**src/rtl/l2_pkg.sv**
```systemverilog
`default_nettype none

package l2_pkg;

    // cache geometry
    localparam int NUM_SETS = 16;
    localparam int NUM_WAYS = 2;
    localparam int INDEX_W  = $clog2(NUM_SETS);
    localparam int TAG_W    = 24;
    localparam int ADDR_W   = TAG_W + INDEX_W;
    localparam int LINE_W   = 128;

    typedef logic [INDEX_W-1:0] index_t;
    typedef logic [TAG_W-1:0]   tag_t;

    // tag in the upper bits, set index in the lower bits
    typedef logic [ADDR_W-1:0]  addr_t;

    typedef logic [LINE_W-1:0]  line_t;

    // two ways, so one bit
    typedef logic               way_t;

    typedef enum logic [1:0] {
        COMPARE,
        ALLOCATE,
        WRITE_THROUGH
    } ctrl_state_t;

endpackage

`default_nettype wire

```
**src/rtl/set_ram.sv**
```systemverilog
`timescale 1ns/100ps
`default_nettype none

module set_ram #(
    parameter type payload_t = logic [7:0]
) (
    input  wire logic          clk,
    input  l2_pkg::index_t     index,
    input  wire logic          wr_en,
    input  l2_pkg::way_t       wr_way,
    input  payload_t           wdata,
    output payload_t           rd_ways [l2_pkg::NUM_WAYS]
);

    payload_t mem [l2_pkg::NUM_SETS][l2_pkg::NUM_WAYS];

    // one way of one set per cycle
    always_ff @(posedge clk) begin
        if (wr_en) begin
            mem[index][wr_way] <= wdata;
        end
    end

    // whole set visible at once
    always_comb begin
        for (int w = 0; w < l2_pkg::NUM_WAYS; w++) begin
            rd_ways[w] = mem[index][w];
        end
    end

endmodule

`default_nettype wire

```
**src/rtl/way_match.sv**
```systemverilog
`timescale 1ns/100ps
`default_nettype none

module way_match (
    input  wire logic      clk,
    input  wire logic      rst_n,
    input  l2_pkg::index_t index,
    input  l2_pkg::tag_t   tag,
    input  l2_pkg::tag_t   tag_ways [l2_pkg::NUM_WAYS],
    input  l2_pkg::line_t  line_ways [l2_pkg::NUM_WAYS],
    input  wire logic      fill_en,
    input  l2_pkg::way_t   fill_way,
    output logic           hit,
    output l2_pkg::way_t   hit_way,
    output l2_pkg::line_t  hit_line
);

    logic [l2_pkg::NUM_WAYS-1:0] valid [l2_pkg::NUM_SETS];
    logic [l2_pkg::NUM_WAYS-1:0] way_hit;

    always_ff @(posedge clk) begin
        if (!rst_n) begin
            for (int s = 0; s < l2_pkg::NUM_SETS; s++) begin
                valid[s] <= '0;
            end
        end else if (fill_en) begin
            valid[index][fill_way] <= 1'b1;
        end
    end

    // valid gates the compare, stale tags never match
    always_comb begin
        for (int w = 0; w < l2_pkg::NUM_WAYS; w++) begin
            way_hit[w] = valid[index][w] && (tag_ways[w] == tag);
        end
    end

    always_comb begin
        hit_way = '0;
        for (int w = 0; w < l2_pkg::NUM_WAYS; w++) begin
            if (way_hit[w]) begin
                hit_way = l2_pkg::way_t'(w);
            end
        end
    end

    assign hit      = |way_hit;
    assign hit_line = line_ways[hit_way];

    // fills only follow a miss, so a tag lives in one way at most
    a_single_hit: assert property (
        @(posedge clk) disable iff (!rst_n)
        $onehot0(way_hit)
    );

endmodule

`default_nettype wire

```
**src/rtl/lru_table.sv**
```systemverilog
`timescale 1ns/100ps
`default_nettype none

module lru_table (
    input  wire logic      clk,
    input  wire logic      rst_n,
    input  l2_pkg::index_t index,
    input  wire logic      touch_en,
    input  l2_pkg::way_t   touch_way,
    output l2_pkg::way_t   victim_way
);

    // holds the least recently used way of each set
    l2_pkg::way_t lru [l2_pkg::NUM_SETS];

    always_ff @(posedge clk) begin
        if (!rst_n) begin
            for (int s = 0; s < l2_pkg::NUM_SETS; s++) begin
                lru[s] <= 1'b0;
            end
        end else if (touch_en) begin
            // the other way becomes the next victim
            lru[index] <= ~touch_way;
        end
    end

    assign victim_way = lru[index];

    // every bit is cleared by reset, so a clean index gives a clean victim
    a_victim_known: assert property (
        @(posedge clk) disable iff (!rst_n)
        !$isunknown(index) |-> !$isunknown(victim_way)
    );

endmodule

`default_nettype wire

```
**src/rtl/cache_ctrl.sv**
```systemverilog
`timescale 1ns/100ps
`default_nettype none

module cache_ctrl (
    input  wire logic     clk,
    input  wire logic     rst_n,
    input  wire logic     cache_read,
    input  wire logic     cache_write,
    input  l2_pkg::line_t cache_wdata,
    input  l2_pkg::line_t mem_rdata,
    input  wire logic     mem_ready,
    input  wire logic     hit,
    input  l2_pkg::way_t  hit_way,
    input  l2_pkg::way_t  victim_way,
    output logic          l2_ready,
    output logic          mem_read,
    output logic          mem_write,
    output logic          fill_en,
    output logic          line_we,
    output l2_pkg::way_t  line_way,
    output l2_pkg::line_t line_wdata,
    output logic          touch_en
);

    l2_pkg::ctrl_state_t state;
    l2_pkg::ctrl_state_t state_next;

    always_ff @(posedge clk) begin
        if (!rst_n) begin
            state <= l2_pkg::COMPARE;
        end else begin
            state <= state_next;
        end
    end

    always_comb begin
        state_next = state;
        l2_ready   = 1'b0;
        mem_read   = 1'b0;
        mem_write  = 1'b0;
        fill_en    = 1'b0;
        line_we    = 1'b0;
        line_way   = hit_way;
        line_wdata = cache_wdata;
        touch_en   = 1'b0;

        case (state)
            l2_pkg::COMPARE: begin
                if (cache_read || cache_write) begin
                    if (!hit) begin
                        // miss, fetch the line first
                        mem_read   = 1'b1;
                        state_next = l2_pkg::ALLOCATE;
                    end else if (cache_read) begin
                        l2_ready = 1'b1;
                        touch_en = 1'b1;
                    end else begin
                        // update the hit way now, memory follows
                        line_we    = 1'b1;
                        touch_en   = 1'b1;
                        state_next = l2_pkg::WRITE_THROUGH;
                    end
                end
            end

            l2_pkg::ALLOCATE: begin
                mem_read = 1'b1;
                if (mem_ready) begin
                    fill_en    = 1'b1;
                    line_we    = 1'b1;
                    line_way   = victim_way;
                    line_wdata = mem_rdata;
                    // retry as a hit
                    state_next = l2_pkg::COMPARE;
                end
            end

            l2_pkg::WRITE_THROUGH: begin
                mem_write = 1'b1;
                if (mem_ready) begin
                    l2_ready   = 1'b1;
                    state_next = l2_pkg::COMPARE;
                end
            end

            default: begin
                state_next = l2_pkg::COMPARE;
            end
        endcase
    end

    a_mem_strobes_exclusive: assert property (
        @(posedge clk) disable iff (!rst_n)
        !(mem_read && mem_write)
    );

    a_client_strobes_exclusive: assert property (
        @(posedge clk) disable iff (!rst_n)
        !(cache_read && cache_write)
    );

endmodule

`default_nettype wire

```
**src/rtl/l2_cache.sv**
```systemverilog
`timescale 1ns/100ps
`default_nettype none

module l2_cache (
    input  wire logic     clk,
    input  wire logic     rst_n,
    input  wire logic     cache_read,
    input  wire logic     cache_write,
    input  l2_pkg::addr_t cache_addr,
    input  l2_pkg::line_t cache_wdata,
    output l2_pkg::line_t cache_rdata,
    output logic          l2_ready,
    output logic          mem_read,
    output logic          mem_write,
    output l2_pkg::addr_t mem_addr,
    output l2_pkg::line_t mem_wdata,
    input  l2_pkg::line_t mem_rdata,
    input  wire logic     mem_ready
);

    l2_pkg::index_t index;
    l2_pkg::tag_t   tag;

    logic           hit;
    l2_pkg::way_t   hit_way;
    l2_pkg::line_t  hit_line;
    l2_pkg::way_t   victim_way;

    logic           fill_en;
    logic           line_we;
    l2_pkg::way_t   line_way;
    l2_pkg::line_t  line_wdata;
    logic           touch_en;

    l2_pkg::tag_t   tag_ways [l2_pkg::NUM_WAYS];
    l2_pkg::line_t  line_ways [l2_pkg::NUM_WAYS];

    // address split
    assign index = cache_addr[l2_pkg::INDEX_W-1:0];
    assign tag   = cache_addr[l2_pkg::ADDR_W-1:l2_pkg::INDEX_W];

    // write-through, so memory always sees the client address
    assign mem_addr    = cache_addr;
    assign cache_rdata = hit_line;
    assign mem_wdata   = hit_line;

    cache_ctrl i_cache_ctrl (
        .clk         (clk),
        .rst_n       (rst_n),
        .cache_read  (cache_read),
        .cache_write (cache_write),
        .cache_wdata (cache_wdata),
        .mem_rdata   (mem_rdata),
        .mem_ready   (mem_ready),
        .hit         (hit),
        .hit_way     (hit_way),
        .victim_way  (victim_way),
        .l2_ready    (l2_ready),
        .mem_read    (mem_read),
        .mem_write   (mem_write),
        .fill_en     (fill_en),
        .line_we     (line_we),
        .line_way    (line_way),
        .line_wdata  (line_wdata),
        .touch_en    (touch_en)
    );

    set_ram #(
        .payload_t (l2_pkg::tag_t)
    ) tag_store (
        .clk     (clk),
        .index   (index),
        .wr_en   (fill_en),
        .wr_way  (victim_way),
        .wdata   (tag),
        .rd_ways (tag_ways)
    );

    set_ram #(
        .payload_t (l2_pkg::line_t)
    ) line_store (
        .clk     (clk),
        .index   (index),
        .wr_en   (line_we),
        .wr_way  (line_way),
        .wdata   (line_wdata),
        .rd_ways (line_ways)
    );

    way_match i_way_match (
        .clk       (clk),
        .rst_n     (rst_n),
        .index     (index),
        .tag       (tag),
        .tag_ways  (tag_ways),
        .line_ways (line_ways),
        .fill_en   (fill_en),
        .fill_way  (victim_way),
        .hit       (hit),
        .hit_way   (hit_way),
        .hit_line  (hit_line)
    );

    lru_table i_lru_table (
        .clk        (clk),
        .rst_n      (rst_n),
        .index      (index),
        .touch_en   (touch_en),
        .touch_way  (hit_way),
        .victim_way (victim_way)
    );

endmodule

`default_nettype wire

```
**config.mk**
```make
export PLATFORM = sky130hd
export DESIGN_NAME = l2_cache
export DESIGN_NICKNAME = d
export VERILOG_FILES = /design/src/rtl/l2_pkg.sv /design/src/rtl/set_ram.sv /design/src/rtl/way_match.sv /design/src/rtl/lru_table.sv /design/src/rtl/cache_ctrl.sv /design/src/rtl/l2_cache.sv
export SDC_FILE = /design/constraint.sdc
export NUM_CORES = 2
export LEC_CHECK = 0
export ABC_AREA = 0
export BUFFER_PORTS_ARGS = -buffer_cell sky130_fd_sc_hd__buf_2
export CAP_MARGIN = 25
export CORE_MARGIN = 8
export CORE_UTILIZATION = 50
export CTS_BUF_LIST = sky130_fd_sc_hd__clkbuf_2 sky130_fd_sc_hd__clkbuf_4 sky130_fd_sc_hd__clkbuf_8
export CTS_CLUSTER_SIZE = 30
export DETAILED_ROUTE_END_ITERATION = 10
export GPL_TIMING_DRIVEN = 0
export PLACE_DENSITY = 0.77
export SLEW_MARGIN = 10
export SYNTH_ARGS = -nofsm -noshare
export SYNTH_HDL_FRONTEND = slang
export SYNTH_MEMORY_MAX_BITS = 65536
export SYNTH_SLANG_ARGS = --single-unit
```
**constraint.sdc**
```tcl
create_clock -name clk -period 18.41 [get_ports clk]
set_input_delay 2.7615 -clock clk [delete_from_list [all_inputs] [get_ports clk]]
set_output_delay 2.7615 -clock clk [all_outputs]
set_load 0.02 [all_outputs]
```
==> qor.yml <==
synth:
  synth_nets: 8421
  ys_ff_latch: 4914
  seq_area_frac_synth_pct: 77.1
  synthFlopType: "edfxtp_1"
  synth_edf_count: 4864
  syn-cell-area_um2: 191000
  postSynthCellCount: 8129
  synth-warning-count: 0
  synth.distinct_cells: 81
  synth_area_per_cell_um2: 23.5
  synthArstFlopShare_pct: 0
placement:
  place_congestion: 0.918
  port_buffers: 572
  pre_cts_ws_ns: 7.01
  post-dp-hpwl_um: 353000
  placed_area_um2: 208000
sta:
  finalMaxSlewViolations: 0
  finalWorstSetupSlack_ns: 6.91
  tightest_slew_ns: 1.20
  fin_crit_ns: 11.50
  slew_headroom_pct: 19.8
  setup_viol: 0
  fin_hold_ws_ns: 0.467
  fmaxAchievable_mhz: 87.0
  hold_violations: 0
  skew_ns: 0.136
  grt_setup_unrepaired: "false"
  timing.final.crit_share_pct: 62.5
pwr:
  irDropWorstVdd_uv: 80.0
  p_per_area_nw_per_um2: 103
  total_power_uw: 22900
  leakagePower_uw: 0.0722
cells_and_area:
  nFillCells: 24867
  multi_input_area_um2: 40800
  fin_area_um2: 223000
  drive_gt1_share_pct: 39.2
  fin_nets: 10135
  seq_area_um2: 147000
  synthToLayoutAreaGrowth_pct: 16.9
  mostFrequentLayoutCell: "edfxtp_1"
  post-route-util_pct: 58.8
  most-common-layout-cells: "edfxtp_1 (4864), mux4_2 (1457), clkbuf_8 (753)"
drt:
  vias: 100571
  avgRoutedWirePerCell_um: 35.5
  dr.pass1.iters: 11
  drc: 3
  vias_per_cell: 6.50
  drt-total-wl_um: 549000
  ant_nets: 0
  drt_iter0_markers: 15903
setup_path:
  crit_path_end_kind: "output pin"
  cp.required_ns: 15.65
  crit_type: "input pin to output pin"
  r2r_slack_ns: 12.72
  cp-start-kind: "input pin"
  timing.rr.start: "tag_store.mem[2][1]"
  r2r_cells: 12
  cp.arrival_ns: 8.74
  crit_fanout: 11
  r2r-end: "line_store.mem[10][36]"
grt:
  gr-total-overflow: 0
  grt_max_degree: 40
  grt_pass1_wl_um: 751000
  grt_antenna_before_repair: 24
  grt_pass1_vias: 102503
  grt_usage_pct: 26.4
clocking:
  clk_path_buf_depth: 4
  cts_max_level: 6
  cts-root-buf: "clkbuf_8"
  cts.hold.buffers_added: 0
  clk_latency_ns: 1.26
  post_cts_buffers: 0
  clkSinkCount: 4914
  numCtsBuffers: 737
  path_clk_slew_ns: 0.07
  cts_tree: "built"
  ctsResizeCount: 0
worst_hold_path:
  holdPathStages: 2
  hp-start: "i_lru_table.lru[13]"
  holdPathEnd: "i_lru_table.lru[13]"
  hold_path.class: "flop to flop"
floorplan:
  core_um2: 379000
  die_x_um: 634
  start_util_pct: 50.3
  die-area_um2: 401000
  die_y_um: 634
  rows: 226
  io_pins: 576
run_status:
  violations: "design-rule violations"
  outcome: "complete, but fails checks"
flow_run:
  cap_violations: 0
cells in the mapped netlist, types with 5 or more instances:
cell       count  area, µm²
edfxtp_1    4864     146000
mux4_2      1457      32800
nand2_1      450       1690
clkbuf_1     267       1000
buf_4        179       1340
mux2i_1      143       1430
mux2_2       132       1490
nor2_1        92        345
buf_2         77        385
dfxtp_1       50       1000
xnor2_1       36        315
buf_1         33        124
o21a_1        32        240
buf_6         25        282
a22oi_1       21        158
a22o_1        18        158
inv_1         18       67.6
o2111ai_1     17        149
a21oi_1       15       75.1
o21ai_0       15       75.1
a221oi_1      14        123
nor2b_1       13       81.3
nor3_1        13       65.1
and2_1        11       68.8
nand3_1       11       55.1
nand4_1       10       62.6
xor2_1        10       87.6
a2bb2oi_1      9       78.8
o211ai_1       7       52.6
nor4_1         5       31.3
o22ai_1        5       31.3
critical path: stages:
cell and delay (ns):
buf_6 0.18, buf_6 0.22, buf_4 0.31, buf_4 0.34
buf_4 0.27, buf_2 0.44, buf_2 0.63, buf_2 0.87
buf_2 0.56, mux4_2 0.59, mux4_2 0.50, nand2_1 0.13
nand2_1 0.37, buf_4 0.29, buf_2 0.15
kinds of logic (layout without fill, tap and decap cells):
family	count (synthesis)	after routing	share of synthesized area [%]
adder cells (fa/ha/maj)	3	3	0.0197
other	0	26	0
multiplexers	1733	1733	18.7
buffers and inverters	606	2908	1.70
AND/OR/NAND/NOR	626	626	1.35
XOR/XNOR	46	46	0.211
flip-flops	4914	4914	77.1
AO/OA/AOI/OAI	201	201	0.834
layout make-up:
| class | count | area share, % |
|---|---|---|
| flip-flops and latches | 4914 | 66.0 |
| multi-input cells | 2609 | 18.3 |
| clock buffers | 993 | 5.46 |
| repair buffers | 975 | 4.90 |
| well taps | 5016 | 2.82 |
| plain buffers | 582 | 1.43 |
| clock inverters | 334 | 1.05 |
| inverters | 24 | 0.0427 |
| diodes | 26 | 0.0292 |
flip-flops by register name (all words and copies together) (netlist names):
signal / cells
tag_store.mem: 768
i_lru_table.lru: 16
i_cache_ctrl.state: 2
i_way_match.valid: 32
line_store.mem: 4096
power breakdown:
part | leakage [µW] | total (µW) | internal [µW] | switching [µW]
logic | 0.0204 | 1550 | 565 | 984
registers | 0.0441 | 12400 | 12400 | 9.09
clock network | 0.00765 | 8890 | 4610 | 4270
total | 0.0722 | 22900 | 17600 | 5270
how the worst max path moves through the flow:
stage,start,to,cells past startpoint
2_1_floorplan,cache_addr[0],line_store.mem[0][0],14
3_3_place_gp,cache_addr[1],line_store.mem[2][228],12
3_5_place_dp,cache_addr[0],mem_wdata[53],15
4_1_cts,cache_addr[0],mem_wdata[55],15
5_1_grt,cache_addr[0],mem_wdata[54],15
6_report,cache_addr[0],mem_wdata[54],15
layer usage:
layer	global-route usage (%)	part of all wire (%)	vias up
met4	13.7	6.4	10
met2	42.5	48	9047
met3	7.37	14	1761
met1	32.9	32	51674
li1	-	-	38079
met5	0	0.025	-
through the flow:
step | instances | TNS [ns]
2_1_floorplan | 8129 | 0
3_3_place_gp | 13717 | -9761.39
3_5_place_dp | 14083 | 0
4_1_cts | 15410 | 0
5_1_grt | 15454 | 0
6_report | 15473 | 0
Note: power is estimated with default switching activity, not from simulation.
